File: config.mk
export PLATFORM = sky130hd
export DESIGN_NAME = opn_timer_top
export DESIGN_NICKNAME = d
export VERILOG_FILES = /design/src/hdl/opn_pkg.sv /design/src/hdl/opn_timer_if.sv /design/src/hdl/opn_reg_decode.sv /design/src/hdl/opn_timebase.sv /design/src/hdl/opn_timer_ab.sv /design/src/hdl/opn_timer_top.sv
export SDC_FILE = /design/constraint.sdc
export NUM_CORES = 1
export LEC_CHECK = 0
export ABC_AREA = 1
export BUFFER_PORTS_ARGS = -buffer_cell sky130_fd_sc_hd__buf_2
export CAP_MARGIN = 30
export CORE_ASPECT_RATIO = 0.8
export CORE_MARGIN = 2
export CORE_UTILIZATION = 60
export CTS_CLUSTER_DIAMETER = 80
export DETAILED_ROUTE_END_ITERATION = 6
export PLACE_DENSITY = 0.82
export REMOVE_ABC_BUFFERS = 1
export SETUP_SLACK_MARGIN = 0.2
export SKIP_LAST_GASP = 1
export SYNTH_ARGS = -nofsm -noshare
export SYNTH_HDL_FRONTEND = slang
export SYNTH_SLANG_ARGS = --single-unit
File: constraint.sdc
create_clock -name clk -period 2.4 [get_ports clk]
set_input_delay 0.36 -clock clk [delete_from_list [all_inputs] [get_ports clk]]
set_output_delay 0.36 -clock clk [all_outputs]
set_load 0.005 [all_outputs]
File: src/hdl/opn_pkg.sv
// FM chip timer core shared types, register map and timing constants
package opn_pkg;

    // Register numbers decoded by the timer core
    typedef enum logic [7:0] {
        REG_TIMER_A_HI = 8'h24,     // Timer A bits 9:2
        REG_TIMER_A_LO = 8'h25,     // Timer A bits 1:0
        REG_TIMER_B    = 8'h26,
        REG_TIMER_CTL  = 8'h27      // Load, enable and clear bits
    } opn_reg_e;

    // Write state of the CPU bus
    typedef enum logic {
        IDLE = 1'b0,
        BUSY = 1'b1
    } bus_state_e;

    // Bit positions inside the control register
    localparam int CTL_LOAD_A = 0;
    localparam int CTL_LOAD_B = 1;
    localparam int CTL_EN_A   = 2;
    localparam int CTL_EN_B   = 3;
    localparam int CTL_CLR_A  = 4;  // Write-only, not stored
    localparam int CTL_CLR_B  = 5;

    // Timer widths
    localparam int TIMER_A_W = 10;
    localparam int TIMER_B_W = 8;

    // Timebase
    localparam int PRESCALE    = 6;     // cen cycles per internal clock enable
    localparam int SLOTS       = 24;    // 6 channels x 4 operators
    localparam int TIMER_B_DIV = 16;    // Sample ticks per timer B step

    // cen cycles that busy stays up after a data write
    localparam int BUSY_CYCLES = 32;

    // Status byte layout
    localparam int STATUS_BUSY   = 7;
    localparam int STATUS_FLAG_B = 1;
    localparam int STATUS_FLAG_A = 0;

endpackage

File: src/hdl/opn_timer_if.sv
`timescale 1ns/1ps
// Timer settings from the register decoder and overflow flags back from the timers
interface opn_timer_if (
    input logic clk
);

    // Timer reload values
    logic [opn_pkg::TIMER_A_W-1:0] value_a;
    logic [opn_pkg::TIMER_B_W-1:0] value_b;

    // Control levels
    logic load_a;
    logic load_b;
    logic en_a;     // Flag A gating
    logic en_b;

    // One-cycle clear pulses
    logic clr_a;
    logic clr_b;

    // Overflow flags
    logic flag_a;
    logic flag_b;

    modport decode (input clk, output value_a, value_b, load_a, load_b,
                    en_a, en_b, clr_a, clr_b);

    modport timers (input clk, input value_a, value_b, load_a, load_b,
                    en_a, en_b, clr_a, clr_b, output flag_a, flag_b);

    // Read-only view for the status byte
    modport status (input flag_a, flag_b);

endinterface

File: src/hdl/opn_reg_decode.sv
`timescale 1ns/1ps
// CPU bus decoder with address latch, timer registers and write-busy counter
module opn_reg_decode (
    input  logic        clk,
    input  logic        rst,
    input  logic        cen,
    input  logic [7:0]  din,
    input  logic [1:0]  addr,
    input  logic        cs_n,
    input  logic        wr_n,
    output logic        busy,
    opn_timer_if.decode tmr
);

    typedef logic [$clog2(opn_pkg::BUSY_CYCLES)-1:0] busy_cnt_t;

    opn_pkg::bus_state_e state;
    busy_cnt_t           busy_cnt;
    logic [7:0]          reg_sel;   // Latched register number
    logic                write;
    logic                addr_wr;
    logic                data_wr;
    logic                ctl_wr;

    // addr[1] selects nothing in this core
    assign write   = ~cs_n & ~wr_n & cen;
    assign addr_wr = write & ~addr[0];
    assign data_wr = write & addr[0] & (state == opn_pkg::IDLE);   // Dropped while busy
    assign ctl_wr  = data_wr & (reg_sel == opn_pkg::REG_TIMER_CTL);

    assign busy = (state == opn_pkg::BUSY);

    // Address phase is always accepted
    always_ff @(posedge clk) begin
        if (rst) begin
            reg_sel <= 8'h00;
        end else if (addr_wr) begin
            reg_sel <= din;
        end
    end

    // Busy FSM, counts cen-high cycles after each data write
    always_ff @(posedge clk) begin
        if (rst) begin
            state    <= opn_pkg::IDLE;
            busy_cnt <= '0;
        end else begin
            case (state)
                opn_pkg::IDLE: begin
                    if (data_wr) begin
                        state    <= opn_pkg::BUSY;
                        busy_cnt <= '0;
                    end
                end
                opn_pkg::BUSY: begin
                    if (cen) begin
                        busy_cnt <= busy_cnt + 1'b1;
                        if (busy_cnt == busy_cnt_t'(opn_pkg::BUSY_CYCLES - 1)) begin
                            state <= opn_pkg::IDLE;
                        end
                    end
                end
                default: state <= opn_pkg::IDLE;
            endcase
        end
    end

    // Timer reload values
    always_ff @(posedge clk) begin
        if (data_wr) begin
            case (reg_sel)
                opn_pkg::REG_TIMER_A_HI: tmr.value_a[opn_pkg::TIMER_A_W-1:2] <= din;
                opn_pkg::REG_TIMER_A_LO: tmr.value_a[1:0] <= din[1:0];
                opn_pkg::REG_TIMER_B:    tmr.value_b <= din;
                default: ;
            endcase
        end
    end

    // Control register, clear bits only pulse
    always_ff @(posedge clk) begin
        if (rst) begin
            tmr.load_a <= 1'b0;
            tmr.load_b <= 1'b0;
            tmr.en_a   <= 1'b0;
            tmr.en_b   <= 1'b0;
            tmr.clr_a  <= 1'b0;
            tmr.clr_b  <= 1'b0;
        end else begin
            tmr.clr_a <= 1'b0;
            tmr.clr_b <= 1'b0;
            if (ctl_wr) begin
                tmr.load_a <= din[opn_pkg::CTL_LOAD_A];
                tmr.load_b <= din[opn_pkg::CTL_LOAD_B];
                tmr.en_a   <= din[opn_pkg::CTL_EN_A];
                tmr.en_b   <= din[opn_pkg::CTL_EN_B];
                tmr.clr_a  <= din[opn_pkg::CTL_CLR_A];
                tmr.clr_b  <= din[opn_pkg::CTL_CLR_B];
            end
        end
    end

    // Busy drops once BUSY_CYCLES cen-high cycles have gone by
    a_busy_len: assert property (@(posedge clk) disable iff (rst)
        $rose(busy) |-> cen [->opn_pkg::BUSY_CYCLES] ##1 !busy)
        else $error("busy held past %0d cen cycles", opn_pkg::BUSY_CYCLES);

    // Busy keeps a second control write away, so clears never stretch
    a_clr_pulse: assert property (@(posedge clk) disable iff (rst)
        (tmr.clr_a || tmr.clr_b) |=> !(tmr.clr_a || tmr.clr_b))
        else $error("timer clear pulse longer than one cycle");

endmodule

File: src/hdl/opn_timebase.sv
`timescale 1ns/1ps
// Sample timebase, divides cen into the internal clock enable and the sample tick
module opn_timebase (
    input  logic clk,
    input  logic rst,
    input  logic cen,
    output logic tick
);

    typedef logic [$clog2(opn_pkg::PRESCALE)-1:0] div_t;
    typedef logic [$clog2(opn_pkg::SLOTS)-1:0]    slot_t;

    div_t  div_cnt;
    slot_t slot_cnt;
    logic  clk_en;      // Internal clock enable, one per operator slot

    assign clk_en = cen & (div_cnt == div_t'(opn_pkg::PRESCALE - 1));

    // cen prescaler
    always_ff @(posedge clk) begin
        if (rst) begin
            div_cnt <= '0;
        end else if (cen) begin
            if (div_cnt == div_t'(opn_pkg::PRESCALE - 1)) begin
                div_cnt <= '0;
            end else begin
                div_cnt <= div_cnt + 1'b1;
            end
        end
    end

    // Slot counter, wraps once per sample
    always_ff @(posedge clk) begin
        if (rst) begin
            slot_cnt <= '0;
        end else if (clk_en) begin
            if (slot_cnt == slot_t'(opn_pkg::SLOTS - 1)) begin
                slot_cnt <= '0;
            end else begin
                slot_cnt <= slot_cnt + 1'b1;
            end
        end
    end

    always_ff @(posedge clk) begin
        if (rst) begin
            tick <= 1'b0;
        end else begin
            tick <= clk_en & (slot_cnt == slot_t'(opn_pkg::SLOTS - 1));  // Last slot
        end
    end

    a_tick_single: assert property (@(posedge clk) disable iff (rst)
        tick |=> !tick)
        else $error("sample tick on two consecutive cycles");

endmodule

File: src/hdl/opn_timer_ab.sv
`timescale 1ns/1ps
// Timers A and B with reload on overflow, gated flags and the interrupt line
module opn_timer_ab (
    input  logic        clk,
    input  logic        rst,
    input  logic        tick,
    output logic        irq_n,
    opn_timer_if.timers tmr
);

    typedef logic [$clog2(opn_pkg::TIMER_B_DIV)-1:0] bdiv_t;

    logic [opn_pkg::TIMER_A_W-1:0] cnt_a;
    logic [opn_pkg::TIMER_B_W-1:0] cnt_b;
    bdiv_t                         div_b;      // Timer B sub-prescaler
    logic                          load_a_d;
    logic                          load_b_d;
    logic                          start_a;
    logic                          start_b;
    logic                          step_b;
    logic                          ovf_a;
    logic                          ovf_b;

    // Rising edge of load restarts a timer
    assign start_a = tmr.load_a & ~load_a_d;
    assign start_b = tmr.load_b & ~load_b_d;

    assign ovf_a  = tmr.load_a & ~start_a & tick & (&cnt_a);
    assign step_b = tmr.load_b & ~start_b & tick
                  & (div_b == bdiv_t'(opn_pkg::TIMER_B_DIV - 1));
    assign ovf_b  = step_b & (&cnt_b);

    always_ff @(posedge clk) begin
        if (rst) begin
            load_a_d <= 1'b0;
            load_b_d <= 1'b0;
        end else begin
            load_a_d <= tmr.load_a;
            load_b_d <= tmr.load_b;
        end
    end

    // Timer A, one step per sample tick
    always_ff @(posedge clk) begin
        if (rst) begin
            cnt_a <= '0;
        end else if (start_a || ovf_a) begin
            cnt_a <= tmr.value_a;
        end else if (tmr.load_a && tick) begin
            cnt_a <= cnt_a + 1'b1;
        end
    end

    // Timer B sub-prescaler
    always_ff @(posedge clk) begin
        if (rst) begin
            div_b <= '0;
        end else if (start_b) begin
            div_b <= '0;
        end else if (tmr.load_b && tick) begin
            if (div_b == bdiv_t'(opn_pkg::TIMER_B_DIV - 1)) begin
                div_b <= '0;
            end else begin
                div_b <= div_b + 1'b1;
            end
        end
    end

    // Timer B counter
    always_ff @(posedge clk) begin
        if (rst) begin
            cnt_b <= '0;
        end else if (start_b || ovf_b) begin
            cnt_b <= tmr.value_b;
        end else if (step_b) begin
            cnt_b <= cnt_b + 1'b1;
        end
    end

    // Flags stay up until cleared
    always_ff @(posedge clk) begin
        if (rst) begin
            tmr.flag_a <= 1'b0;
            tmr.flag_b <= 1'b0;
        end else begin
            if (tmr.clr_a) begin
                tmr.flag_a <= 1'b0;
            end
            if (ovf_a && tmr.en_a) begin
                tmr.flag_a <= 1'b1;     // A new overflow wins over a clear
            end
            if (tmr.clr_b) begin
                tmr.flag_b <= 1'b0;
            end
            if (ovf_b && tmr.en_b) begin
                tmr.flag_b <= 1'b1;
            end
        end
    end

    assign irq_n = ~(tmr.flag_a | tmr.flag_b);

    // Enable levels come from the decoder
    a_flag_a_gated: assert property (@(posedge clk) disable iff (rst)
        $rose(tmr.flag_a) |-> $past(tmr.en_a))
        else $error("flag A set while timer A disabled");

    a_flag_b_gated: assert property (@(posedge clk) disable iff (rst)
        $rose(tmr.flag_b) |-> $past(tmr.en_b))
        else $error("flag B set while timer B disabled");

endmodule

File: src/hdl/opn_timer_top.sv
`timescale 1ns/1ps
// FM chip timer core top, CPU bus decoder, timebase and timers with status byte
module opn_timer_top (
    input  logic       clk,
    input  logic       rst,
    input  logic       cen,     // Clock enable, tie high if unused
    input  logic [7:0] din,
    input  logic [1:0] addr,
    input  logic       cs_n,
    input  logic       wr_n,
    output logic [7:0] dout,
    output logic       irq_n
);

    logic busy;
    logic tick;     // Once per sample

    opn_timer_if tmr0 (
        .clk    ( clk   )
    );

    opn_reg_decode u_decode (
        .clk    ( clk           ),
        .rst    ( rst           ),
        .cen    ( cen           ),
        .din    ( din           ),
        .addr   ( addr          ),
        .cs_n   ( cs_n          ),
        .wr_n   ( wr_n          ),
        .busy   ( busy          ),
        .tmr    ( tmr0.decode   )
    );

    opn_timebase u_timebase (
        .clk    ( clk   ),
        .rst    ( rst   ),
        .cen    ( cen   ),
        .tick   ( tick  )
    );

    opn_timer_ab u_timers (
        .clk    ( clk           ),
        .rst    ( rst           ),
        .tick   ( tick          ),
        .irq_n  ( irq_n         ),
        .tmr    ( tmr0.timers   )
    );

    // Status byte, same at every address
    always_comb begin
        dout = 8'h00;
        dout[opn_pkg::STATUS_BUSY]   = busy;
        dout[opn_pkg::STATUS_FLAG_B] = tmr0.flag_b;
        dout[opn_pkg::STATUS_FLAG_A] = tmr0.flag_a;
    end

endmodule

# Yosys cells after proc, flatten, opt, wreduce, memory -nomap -nowiden

Index checks and enable logic that the tools add are counted.

Input bits: 15
Logic and storage cells: 102
Bits in registers: 73
Output and inout port bits: 9

Mux-type cells: 18
Bitwise gates (word level): 28
Reductions and logical operators: 18
Add/sub/neg operators: 6
Equality and inequality tests: 10

Operators with widths:

| kind                                           | number |
|---|---|
| == test 8 x 6 -> 1 bit (second input constant) | 4 |
| 2-to-1 mux 10 bit                              | 2 |
| bitwise AND 1 bit                              | 17 |
| 2-to-1 mux 8 bit                               | 2 |
| 2-to-1 mux 5 bit                               | 3 |
| adder 10 x 1 -> 10 bit (second input constant) | 1 |
| adder 5 x 1 -> 5 bit (second input constant)   | 2 |
| == test 5 bit (second input constant)          | 2 |
| inverter 1 bit                                 | 10 |
| case mux 5 bit (2 select lines)                | 1 |
| AND reduction 10 bit                           | 1 |
| adder 8 x 1 -> 8 bit (second input constant)   | 1 |
| AND reduction 2 bit                            | 4 |
| AND reduction 8 bit                            | 1 |
| nonzero test 2 bit                             | 4 |
| 2-to-1 mux 1 bit                               | 7 |
| adder 4 x 1 -> 4 bit (second input constant)   | 1 |
| == test 4 bit (second input constant)          | 1 |
| logical AND 1 bit                              | 4 |
| 2-to-1 mux 4 bit                               | 1 |
| OR reduction 2 bit                             | 2 |
| adder 3 x 1 -> 3 bit (second input constant)   | 1 |
| == test 3 bit (second input constant)          | 1 |
| 2-to-1 mux 3 bit                               | 1 |
| other kinds (5)                                | 6 |

# Longest topological paths before layout

Gate-level depths: netlist of the first run.

Word-level depth: 9
Gate-level depth with buffers: 11

# By module

From an unflattened synthesis of the first run, not the netlist that was laid out.

Cell total of the unflattened synthesis: 504
Area, all modules: 3729.8 um^2

Modules (own cells, without submodules):

| module         | area each (um^2) | cells each | seq. area each (um^2) | times used |
|---|---|---|---|---|
| opn_timer_ab   | 1789.2           | 292        | 520.5                 | 1 |
| opn_reg_decode | 1461.4           | 147        | 940.9                 | 1 |
| opn_timebase   | 415.4            | 56         | 180.2                 | 1 |
| opn_timer_top  | 63.8             | 9          | 0.0                   | 1 |

# Worst setup path after synthesis of the first run

Ideal clock, no wire load.

Path kind: register to register
Start: register u_decode.reg_sel[5]
End: register u_decode.tmr.value_a[2] (enable)
Arrival: 1.368 ns
Slack: 0.648 ns
Clock period less this slack: 1.752 ns
Required time: 2.017 ns
Stages on the path, launching flop included: 5
Buffers on the path: 0
Path through: dfxtp_1 inv_1 nor4_1 nand3_1 nor3_1

Longest elaborated chain between the ends: 2

Ends and longest elaborated chain:

| item                                 | RTL line             | RTL |
|---|---|---|
| from (decl)                          | opn_reg_decode.sv:19 | `logic [7:0] reg_sel;` |
| from (signal assigned)               | opn_reg_decode.sv:38 | `reg_sel <= din;` |
| == test 8 x 6 -> 1 bit               | opn_reg_decode.sv:71 | `case (reg_sel)` |
| AND reduction 2 bit (no source line) | -                    |  |
| to (signal, indexed assignment)      | opn_reg_decode.sv:72 | `opn_pkg::REG_TIMER_A_HI: tmr.value_a[opn_pkg::TIMER_A_W-1:2] <= din;` |
| to (decl)                            | opn_timer_if.sv:25   | `modport decode (input clk, output value_a, value_b, load_a, load_b,` |

Every way passes these cells.
A chain may end at the register's enable or synchronous reset.

# Final worst setup path of the first run

Start: register u_timebase.tick
End: register u_timers.cnt_a[4] in the netlist's numbering

Longest elaborated chain between the ends: 4
Elaborated cells between the ends (all ways): 6
Those cells by class: mux (1); bitwise (2); reduce/logical (3)

Ends and longest elaborated chain:

| item                                                           | RTL line           | RTL |
|---|---|---|
| from (decl)                                                    | opn_timebase.sv:7  | `output logic tick` |
| from (signal assigned)                                         | opn_timebase.sv:49 | `tick <= clk_en & (slot_cnt == slot_t'(opn_pkg::SLOTS - 1));` |
| bitwise AND 1 bit (2 in a row)                                 | opn_timer_ab.sv:28 | `assign ovf_a = tmr.load_a & ~start_a & tick & (&cnt_a);` |
| logical OR 1 bit                                               | opn_timer_ab.sv:47 | `end else if (start_a \|\| ovf_a) begin` |
| 2-to-1 mux 10 bit / nonzero test 2 bit (equally long branches) | -                  |  |
| to (signal assigned)                                           | opn_timer_ab.sv:48 | `cnt_a <= tmr.value_a;` |
| to (signal assigned)                                           | opn_timer_ab.sv:50 | `cnt_a <= cnt_a + 1'b1;` |
| to (decl)                                                      | opn_timer_ab.sv:13 | `logic [opn_pkg::TIMER_A_W-1:0] cnt_a;` |

Several ways; a longest one is shown, not always the timed one.

==> results of run 1 <==
## worst max path at each step
stage / startpoint / to / cells past startpoint
after global routing: u_timebase.tick / u_timers.cnt_a[4] / 9
after global placement: wr_n / u_decode.tmr.value_a[0] / 4
after detailed placement: wr_n / u_decode.tmr.value_a[0] / 4
after floorplan: u_decode.reg_sel[5] / u_decode.tmr.value_a[2] / 4
after CTS: u_timebase.tick / u_timers.cnt_a[4] / 9
final: u_timebase.tick / u_timers.cnt_a[4] / 9
## sequential cells by signal (all words and copies together) (netlist names), 3 cells and up
| name | flops |
|---|---|
| u_decode.reg_sel | 8 |
| u_timers.cnt_b | 8 |
| u_decode.tmr.value_a | 10 |
| u_timebase.div_cnt | 3 |
| u_decode.busy_cnt | 5 |
| u_timers.cnt_a | 10 |
| u_timers.div_b | 4 |
| u_timebase.slot_cnt | 5 |
| u_decode.tmr.value_b | 8 |
## where the power goes
part	total (mW)	switching, mW	internal, mW
Sequential	1.27	0.00709	1.27
Clock	0.998	0.482	0.517
Combinational	0.0718	0.0500	0.0217
Total	2.34	0.539	1.80
## through the flow
step	setup slack, ns	util, %	hold WS [ns]
after floorplan	0.648	-	0.429
after global placement	0.769	65.4	0.450
after detailed placement	0.744	65.4	0.458
after CTS	0.729	69.1	0.217
after global routing	0.602	69.1	0.212
final	0.692	69.1	0.225
## cells in the mapped netlist, types with 2 or more instances
| library cell | instances | area, um2 |
|---|---|---|
| a21oi_1 | 29 | 145 |
| buf_2 | 2 | 10.0 |
| buf_4 | 9 | 67.6 |
| clkbuf_1 | 4 | 15.0 |
| dfxtp_1 | 55 | 1100 |
| edfxtp_1 | 18 | 541 |
| ha_1 | 6 | 75.1 |
| inv_1 | 65 | 244 |
| inv_2 | 5 | 18.8 |
| nand2_1 | 94 | 353 |
| nand2_2 | 2 | 12.5 |
| nand2_4 | 2 | 22.5 |
| nand3_1 | 47 | 235 |
| nand3b_1 | 2 | 15.0 |
| nand4_1 | 6 | 37.5 |
| nor2_1 | 51 | 191 |
| nor2_2 | 2 | 12.5 |
| nor3_1 | 6 | 30.0 |
| nor4_1 | 3 | 18.8 |
| o21ai_0 | 25 | 125 |
| o21ai_1 | 3 | 15.0 |
| o21ai_2 | 2 | 17.5 |
| o21bai_1 | 2 | 15.0 |
| or2_2 | 4 | 25.0 |
| xnor2_1 | 2 | 17.5 |
| xor2_1 | 7 | 61.3 |
## routing by layer
metal	up-vias	GRT usage [%]
met5	-	0
met4	0	5.97
met3	8	8.76
met2	94	40.6
met1	1384	34.6
li1	1510	-
## kinds of logic after synthesis
| logic type | after synthesis | synth area share, % |
|---|---|---|
| XOR/XNOR | 9 | 2.25 |
| adder cells (fa/ha/maj) | 6 | 2.14 |
| other | 1 | 0.107 |
| AO/OA/AOI/OAI | 62 | 9.31 |
| AND/OR/NAND/NOR | 224 | 29.1 |
| buffers and inverters | 86 | 10.2 |
| flip-flops | 73 | 46.8 |
## placed cells by master (no fill, tap or decap), types with 3 or more instances in the layout
cell type and n:
nor4_1 3, dfxtp_1 55, clkbuf_8 10, inv_1 65
nand3_1 47, inv_2 5, a21oi_1 29, conb_1 5
nand4_1 6, ha_1 6, o21ai_1 3, buf_2 17
xor2_1 7, buf_4 3, edfxtp_1 18, or2_2 4
o21ai_0 25, nor3_1 6, nand2_1 94, nor2_1 51
## worst max-delay path, delay by kind of cell (launching register included)
family                 cells  cell delay, ns
and+or+nand+nor            7            0.95
buffers and inverters      2            0.27
DFF                        1            0.38
## cell type report
type,count,area (um2),share of cell area [%]
Clock buffer,11,141,3.69
Sequential cell,73,1640,42.8
Timing Repair Buffer,20,108,2.80
Clock inverter,5,61.3,1.60
Tap cell,78,97.6,2.54
Multi-Input combinational cell,306,1520,39.6
Inverter,71,267,6.95
==> metrics, run 1 <==
outcome finished, final reports clean; Endpoint, Worst Hold u_decode.tmr.value_b[6]; number of buffers added to fix hold violations after cts 0; Critical Path Sink Type register; count of port buffers added during placement 17; WS Path Type register to register; cts repair resizes 0; Std-Cell Core Area 5560 um2; Cell Count, Final, Fillers Out 564; floorplan row count 24; Pwr Total 2.34 mW; highest routing layer actually used met4; total met3 wirelength after detailed routing 526 um; H-tree levels 3; Final TNS setup 0 ns; final layout net count 502; pin count of the biggest net entering global routing 35; worst stage delay on the critical path 0.38 ns; sum of routed wire segments on met1 3.25 mm; DR vias 2996; overall die height 72.4 um; layout overhead on the synthesized area 9.42%; Async S/R FF share, synth 0%; critical path's slowest cell dfxtp_1; number of failing setup endpoints in the final timing report 0; worst max-slew margin expressed relative to the limit 61.9%; leakage 1.63 nW; total I/O pin count 24; clock transition at the registers of the reported paths 0.08 ns; slew at the pin with the worst max-slew slack 0.572 ns; Skew-Pair Late Insertion Delay 0.35 ns; Max Transition Viols Final 0; RSZ-0062 raised after global routing false; minimum period implied by the final worst setup slack 1.71 ns; Ys Warns 0; signal arrival time at the worst endpoint 1.96 ns; met2 routed WL 3.52 mm; cell chain of the critical path nand2_1 > inv_1 > nand2_1 > nor2_2 > nor2_4 > nand2_1 > nand3_1 > nand2_1 > inv_1; Die Width 89.5 um; standard cell area after detailed placement 3630 um2; Most used DFF post-synth dfxtp_1; GRT overflow 0; post-detailed-route count of antenna-violating nets 0; count of max-cap constraint violations 0; weighted congestion at the end of routability-driven global placement 0.852; area enclosed by the die boundary 6470 um2; fraction of layout cells with a size suffix above 1 11.7%; Max Clock Skew 0.00569 ns; number of violations reported at the end of detailed-routing iteration 0 239; Ant. Diodes 0; TritonCTS clock tree yes; CTS buffer count 9; total global-route track usage 25.8%; buffer depth of the longest clock path 2; drt total wl 7.37 mm; sequential share of the synthesized area 46.8%; fillers 445; DRT Pass-1 Iters 5; DRC violation count after routing 0; worst endpoint required time 2.66 ns; initial core utilization 63.1%; average size of a mapped cell 7.60 um2; Reg-to-Reg Start u_timebase.tick; initial antenna violation count 0; number of clock sinks 73; first-pass GRT wire length 12.5 mm; Avg WL per Cell 13.1 um; pwr dens 611 nW/um2; Peak Freq 585 MHz; period utilization 71.2%; flop and latch count out of synthesis 73; number of unique standard cell types used by synthesis 34; cell depth of the worst flop-to-flop path 9; number of instances in the synthesized netlist 461; endpoint of the lowest-slack register-to-register path u_timers.cnt_a[4]; Post-Syn Area 3510 um2; Placed Cells incl. Taps 548; highest net fanout along the worst path 15; dpl hpwl 4.87 mm; count of cells along the worst hold path 1; maximum vdd ir drop 432 uV; most used cell, CP nand2_1; setup slack of the worst register-to-register path 0.69 ns; number of enable flip-flop cells after synthesis 18; Root Driver clkbuf_8; setup repair bufs after CTS 0; final-report hold violation count 0; via count of the first global-routing pass 2718; vias per cell 5.31; start point of the worst min-delay path din[6]; Tightest Hold Check Type primary input to register; finished layout cell area 3840 um2; startpoint kind of the worst setup timing path register
(Power assumes the default switching activity.)
==> inputs of run 2 (changes only) <==
--- a/config.mk
+++ b/config.mk
@@ -10,10 +10,10 @@
 export CAP_MARGIN = 30
 export CORE_ASPECT_RATIO = 0.8
 export CORE_MARGIN = 2
-export CORE_UTILIZATION = 60
+export CORE_UTILIZATION = 54
 export CTS_CLUSTER_DIAMETER = 80
 export DETAILED_ROUTE_END_ITERATION = 6
-export PLACE_DENSITY = 0.82
+export PLACE_DENSITY = 0.78
 export REMOVE_ABC_BUFFERS = 1
 export SETUP_SLACK_MARGIN = 0.2
 export SKIP_LAST_GASP = 1
==> constraint.sdc (replaced) <==
create_clock -name clk -period 1.55 [get_ports clk]
set_input_delay 0.2325 -clock clk [delete_from_list [all_inputs] [get_ports clk]]
set_output_delay 0.2325 -clock clk [all_outputs]
set_load 0.005 [all_outputs]
==> run 2 against run 1 <==
Against the previous run: first-iteration DRC count grew 2.1%; flip-flop and latch count unchanged; combinational power rose by 66%; wire length grew 8.9%; highest routed layer unchanged.
==> metrics, run 2 (synthesis gave the netlist of run 1 again) <==
Max Transition Viols Final 0 (unchanged); commonest cells after routing, fill and taps aside nand2_1 (86), inv_1 (63), dfxtp_1 (46), nor2_1 (43), nand3_1 (36); Avg WL per Cell 13.7 um (+4.5%); Critical Path Sink Type register; area enclosed by the die boundary 7160 um2 (+11%); CTS buffer count 9 (unchanged); leakage 1.76 nW (+8.0%); total global-route track usage 22.7% (-3.0 points); count of port buffers added during placement 17 (unchanged); sequential cell area in the final layout 1660 um2 (+0.99%); GRT overflow 0 (unchanged); Tightest Hold Check Type primary input to register; floorplan row count 26 (+8.3%); outcome finished, final reports clean; Root Driver clkbuf_8; signal arrival time at the worst endpoint 1.47 ns (-0.49 ns); worst endpoint required time 1.61 ns (-1.05 ns); Final TNS setup 0 ns (unchanged); setup slack of the worst register-to-register path 0.14 ns (-0.55 ns); count of cells along the worst hold path 1 (unchanged); DRC violation count after routing 0 (unchanged); DR vias 3086 (+3.0%); highest routing layer actually used met4; Std-Cell Core Area 6340 um2 (+14%); worst hold margin 0.132 ns (-0.0929 ns); pwr dens 819 nW/um2 (+34%); final-report hold violation count 0 (unchanged); fraction of layout cells with a size suffix above 1 24.8% (+13 points); clock transition at the registers of the reported paths 0.08 ns (about the same); fillers 500 (+12%); Skew-Pair Late Insertion Delay 0.35 ns (about the same); post-detailed-route count of antenna-violating nets 0 (unchanged); final layout net count 520 (+3.6%); drt total wl 8.03 mm (+8.9%); period utilization 91.0% (+20 points); via count of the first global-routing pass 2928 (+7.7%); number of failing setup endpoints in the final timing report 0 (unchanged); post-route setup slack 0.139 ns (-0.553 ns); H-tree levels 3 (unchanged); number of violations reported at the end of detailed-routing iteration 0 244 (+2.1%); maximum vdd ir drop 518 uV (+20%); Max Clock Skew 0.0132 ns (+0.00751 ns); RSZ-0062 raised after global routing true; highest net fanout along the worst path 8 (-7); TritonCTS clock tree yes; minimum period implied by the final worst setup slack 1.41 ns (-0.297 ns); commonest non-fill, non-tap cell in the layout nand2_1; number of clock sinks 73 (unchanged); area taken by multi-input logic gates 1800 um2 (+18%); sum of routed wire segments on met1 3.53 mm (+8.4%); buffer depth of the longest clock path 2 (unchanged); Die Width 94.1 um (+5.2%); Ant. Diodes 0 (unchanged); weighted congestion at the end of routability-driven global placement 0.827 (-3.0%); largest registers u_decode.tmr.value_a x10, u_timers.cnt_a x10; met2 routed WL 3.94 mm (+12%); initial core utilization 55.3% (-7.8 points); dpl hpwl 5.10 mm (+4.6%); fraction of the core area covered by cells at the end of the flow 67.4% (-1.7 points); total I/O pin count 24 (unchanged); pin count of the biggest net entering global routing 20 (-43%); WS Path Type register to register; initial antenna violation count 0 (unchanged); Place WS 0.0159 ns (-0.729 ns); DRT Pass-1 Iters 6 (+1); first-pass GRT wire length 12.9 mm (+3.0%); cell depth of the worst flop-to-flop path 4 (-5); total met3 wirelength after detailed routing 409 um (-22%); startpoint kind of the worst setup timing path register; vias per cell 5.25 (-1.2%); count of max-cap constraint violations 0 (unchanged); overall die height 76.1 um (+5.1%); Peak Freq 709 MHz (+21%); layout overhead on the synthesized area 21.9%; Pwr Total 3.50 mW (+49%)
run 2: cell types whose count changed in the layout (fill, tap and decap cells not counted), sizes merged:
| cell | previous run | this run |
|---|---|---|
| buf | 20 | 36 |
| clkinv | 1 | 4 |
| inv | 73 | 71 |
| bufinv | 1 | 0 |
| nand3 | 48 | 49 |
| nor2 | 55 | 56 |
run 2: final timing paths:
path | startpoint | to
max reg2reg | u_decode.reg_sel[3] | u_decode.tmr.value_b[7]
min | din[0] | u_decode.tmr.value_a[0]
max | u_decode.reg_sel[3] | u_decode.tmr.value_b[7]
min reg2reg | u_decode.busy_cnt[3] | u_decode.busy_cnt[3]
run 2: per-stage QoR:
stage | cell area [um2] | cells
after floorplan | 3430 | 450
after global placement | 3720 | 565
after detailed placement | 3720 | 565
after CTS | 4060 | 586
after global routing | 4270 | 588
final | 4270 | 588
run 2: worst max-delay path, stage by stage, from the launching register on:
cell     delay, ns
dfxtp_2       0.34
nor4_4        0.31
nand3_2       0.14
nor3_2        0.16
buf_6         0.17
run 2: layout make-up:
type,instances,share of cell area [%]
clock buffers,11,3.57
inverters,71,6.47
flip-flops and latches,73,38.8
multi-input cells,308,42.1
clock inverters,5,0.907
well taps,84,2.46
repair buffers,36,5.68
run 2: metal layers:
layer	vias to the layer above	global-route usage [%]
li1	1559	-
met3	22	6.13
met4	0	7.10
met1	1411	29.1
met2	94	37.4
met5	-	0
run 2: what timing repair did:
item,CTS,global route
setup endpoints to repair,38,41
resized for setup,28,50
hold buffers,0,0
pin swaps,7,17
gates cloned,2,0
setup buffers,3,2
run 2: power breakdown:
part / total, mW / internal (mW) / leakage [nW] / switching, mW
clock network: 1.41 / 0.684 / 0.0946 / 0.726
registers: 1.97 / 1.96 / 0.611 / 0.0128
logic: 0.119 / 0.0382 / 1.05 / 0.0807
==> inputs of run 3 (changes only) <==
--- a/config.mk
+++ b/config.mk
@@ -10,10 +10,11 @@
 export CAP_MARGIN = 30
 export CORE_ASPECT_RATIO = 0.8
 export CORE_MARGIN = 2
-export CORE_UTILIZATION = 54
+export CORE_UTILIZATION = 50
 export CTS_CLUSTER_DIAMETER = 80
 export DETAILED_ROUTE_END_ITERATION = 6
-export PLACE_DENSITY = 0.78
+export PLACE_DENSITY = 0.74
+export RECOVER_POWER = 25
 export REMOVE_ABC_BUFFERS = 1
 export SETUP_SLACK_MARGIN = 0.2
 export SKIP_LAST_GASP = 1
==> run 3 against run 2 <==
Against the previous run: clock skew is 0.0019 ns higher; first-iteration DRC count grew 2.5%; register-to-register slack lost 0.02 ns; combinational power barely moved; sequential power is essentially flat; clock power fell by 3%; core utilization decreased by 4.6 points; non-clock buffer count is 2 higher; die area rose by 7.6%.
==> metrics, run 3 (synthesis gave the netlist of run 1 again) <==
leakage 1.75 nW (-0.68%); Cell Count, Final, Fillers Out 593 (+0.85%); part of the power in combinational logic 3.4% (about the same); count of max-cap constraint violations 0 (unchanged); commonest non-fill, non-tap cell in the layout nand2_1; number of failing setup endpoints in the final timing report 0 (unchanged); Ant. Diodes 0 (unchanged); RSZ-0062 raised after global routing true; number of violations reported at the end of detailed-routing iteration 0 250 (+2.5%); overall die height 78.9 um (+3.7%); TritonCTS clock tree yes; period utilization 92.1% (+1.1 points); number of buffers added to fix hold violations after cts 0 (unchanged); GRT overflow 0 (unchanged); Tightest Hold Check Type primary input to register; area enclosed by the die boundary 7700 um2 (+7.6%); Max Transition Viols Final 0 (unchanged); DR vias 3115 (+0.94%); count of port buffers added during placement 17 (unchanged); minimum period implied by the final worst setup slack 1.43 ns (+0.0164 ns); total global-route track usage 21.5% (-1.2 points); Placed Cells incl. Taps 568 (+0.53%); internal power summed over all cells 2.63 mW (-1.8%); post-route setup slack 0.122 ns (-0.0164 ns); Max Clock Skew 0.0151 ns (+0.00192 ns); relative contribution of sequential cells to total power 57.0% (+0.7 points); Final TNS setup 0 ns (unchanged); switching part of the total power 24.0% (+0.54 points); Root Driver clkbuf_8; largest registers u_decode.tmr.value_a x10, u_timers.cnt_a x10; final layout net count 522 (+0.38%); fraction of the core area covered by cells at the end of the flow 62.8% (-4.6 points); pwr dens 807 nW/um2 (-1.4%); clock transition at the registers of the reported paths 0.08 ns (about the same); outcome finished, final reports clean; buffer depth of the longest clock path 2 (unchanged); Die Width 97.6 um (+3.8%); commonest cells after routing, fill and taps aside nand2_1 (84), inv_1 (63), nor2_1 (47), dfxtp_1 (43), nand3_1 (33); signal arrival time at the worst endpoint 1.48 ns (about the same); weighted congestion at the end of routability-driven global placement 0.875 (+5.9%); pin count of the biggest net entering global routing 20 (unchanged); layout overhead on the synthesized area 22.2%; DRC violation count after routing 0 (unchanged); initial core utilization 51.4% (-3.9 points); Place WS 0.0376 ns (+0.0217 ns); start point of the worst min-delay path din[5]; WS Path Type register to register; maximum vdd ir drop 692 uV (+34%); fillers 584 (+17%); startpoint kind of the worst setup timing path register; Std-Cell Core Area 6820 um2 (+7.6%); finished layout cell area 4280 um2 (+0.23%); highest net fanout along the worst path 8 (unchanged); H-tree levels 3 (unchanged); total I/O pin count 24 (unchanged); post-detailed-route count of antenna-violating nets 0 (unchanged); crit path launch u_decode.reg_sel[5]; floorplan row count 27 (+3.8%); fraction of layout cells with a size suffix above 1 24.1% (-0.69 points); final-report hold violation count 0 (unchanged); vias per cell 5.25 (about the same); worst endpoint required time 1.60 ns (about the same); initial antenna violation count 0 (unchanged); Skew-Pair Late Insertion Delay 0.35 ns (about the same); standard cell area after detailed placement 3730 um2 (+0.10%); drt total wl 8.28 mm (+3.1%); dpl hpwl 5.14 mm (+0.80%); Peak Freq 701 MHz (-1.1%); DRT Pass-1 Iters 5 (-1); P_sw 0.829 mW (+1.1%); first-pass GRT wire length 13.4 mm (+3.6%); Reg-to-Reg Start u_decode.reg_sel[5]; via count of the first global-routing pass 2955 (+0.92%); count of cells along the worst hold path 3 (+2); Critical Path Sink Type register; Clk pwr share 39.6% (-0.7 points); number of clock sinks 73 (unchanged); cell depth of the worst flop-to-flop path 5 (+1); CTS buffer count 9 (unchanged); Avg WL per Cell 14.0 um (+2.2%)
==> run 3: cell count changes in the layout (fill, tap and decap cells not counted), sizes merged <==
cell and delta:
buf -6, clkbuf +8, clkinv -2, inv +2
==> run 3: timing repair <==
item | 4_1_cts | 5_1_grt
setup endpoints to repair | 38 | 42
buffers inserted | 3 | 4
resized for setup | 34 | 49
gates cloned | 2 | 0
pin swaps | 8 | 21
==> run 3: final timing paths <==
path | end | slack (ns)
worst min register to register | u_decode.busy_cnt[0] | 0.46
worst max register to register | u_decode.tmr.value_a[2] | 0.12
worst max-delay path | u_decode.tmr.value_a[2] | 0.12
worst min-delay path | u_decode.tmr.clr_b | 0.16
==> run 3: layer usage <==
metal	GRT usage [%]	routed length [um]	up-vias
met1	27.5	3700	1432
met3	6.87	468	18
met2	34.8	3990	115
li1	-	-	1550
met4	7.50	121	0
met5	0	0	-
==> run 3: through the flow <==
step | total power, mW | hold WS (ns)
after CTS | 3.49 | 0.121
after global routing | 3.58 | 0.170
after floorplan | 2.07 | 0.302
after global placement | 2.13 | 0.449
after detailed placement | 2.13 | 0.455
final | 3.46 | 0.155
==> run 3: area by class of cell <==
| class | count | area [um2] | area share [%] |
|---|---|---|---|
| Timing Repair Buffer | 38 | 248 | 5.78 |
| Multi-Input combinational cell | 308 | 1810 | 42.3 |
| Clock buffer | 11 | 141 | 3.30 |
| Sequential cell | 73 | 1660 | 38.7 |
| Inverter | 71 | 279 | 6.51 |
| Clock inverter | 5 | 37.5 | 0.876 |
| Tap cell | 87 | 109 | 2.54 |
==> run 3: power groups by stage <==
| stage | Combinational [mW] | Clock (mW) | Sequential, mW |
|---|---|---|---|
| global route | 0.131 | 1.48 | 1.97 |
| floorplan | 0.0544 | 0 | 2.01 |
| detailed placement | 0.115 | 0 | 2.01 |
| finish | 0.117 | 1.37 | 1.97 |
| CTS | 0.118 | 1.40 | 1.97 |
| global placement | 0.112 | 0 | 2.01 |
==> run 3: critical path, cell delays in order, from the launching register on <==
cell	delay [ns]
dfxtp_2	0.34
inv_2	0.05
nor4_4	0.31
nand3_2	0.14
nor3_2	0.12
buf_4	0.18
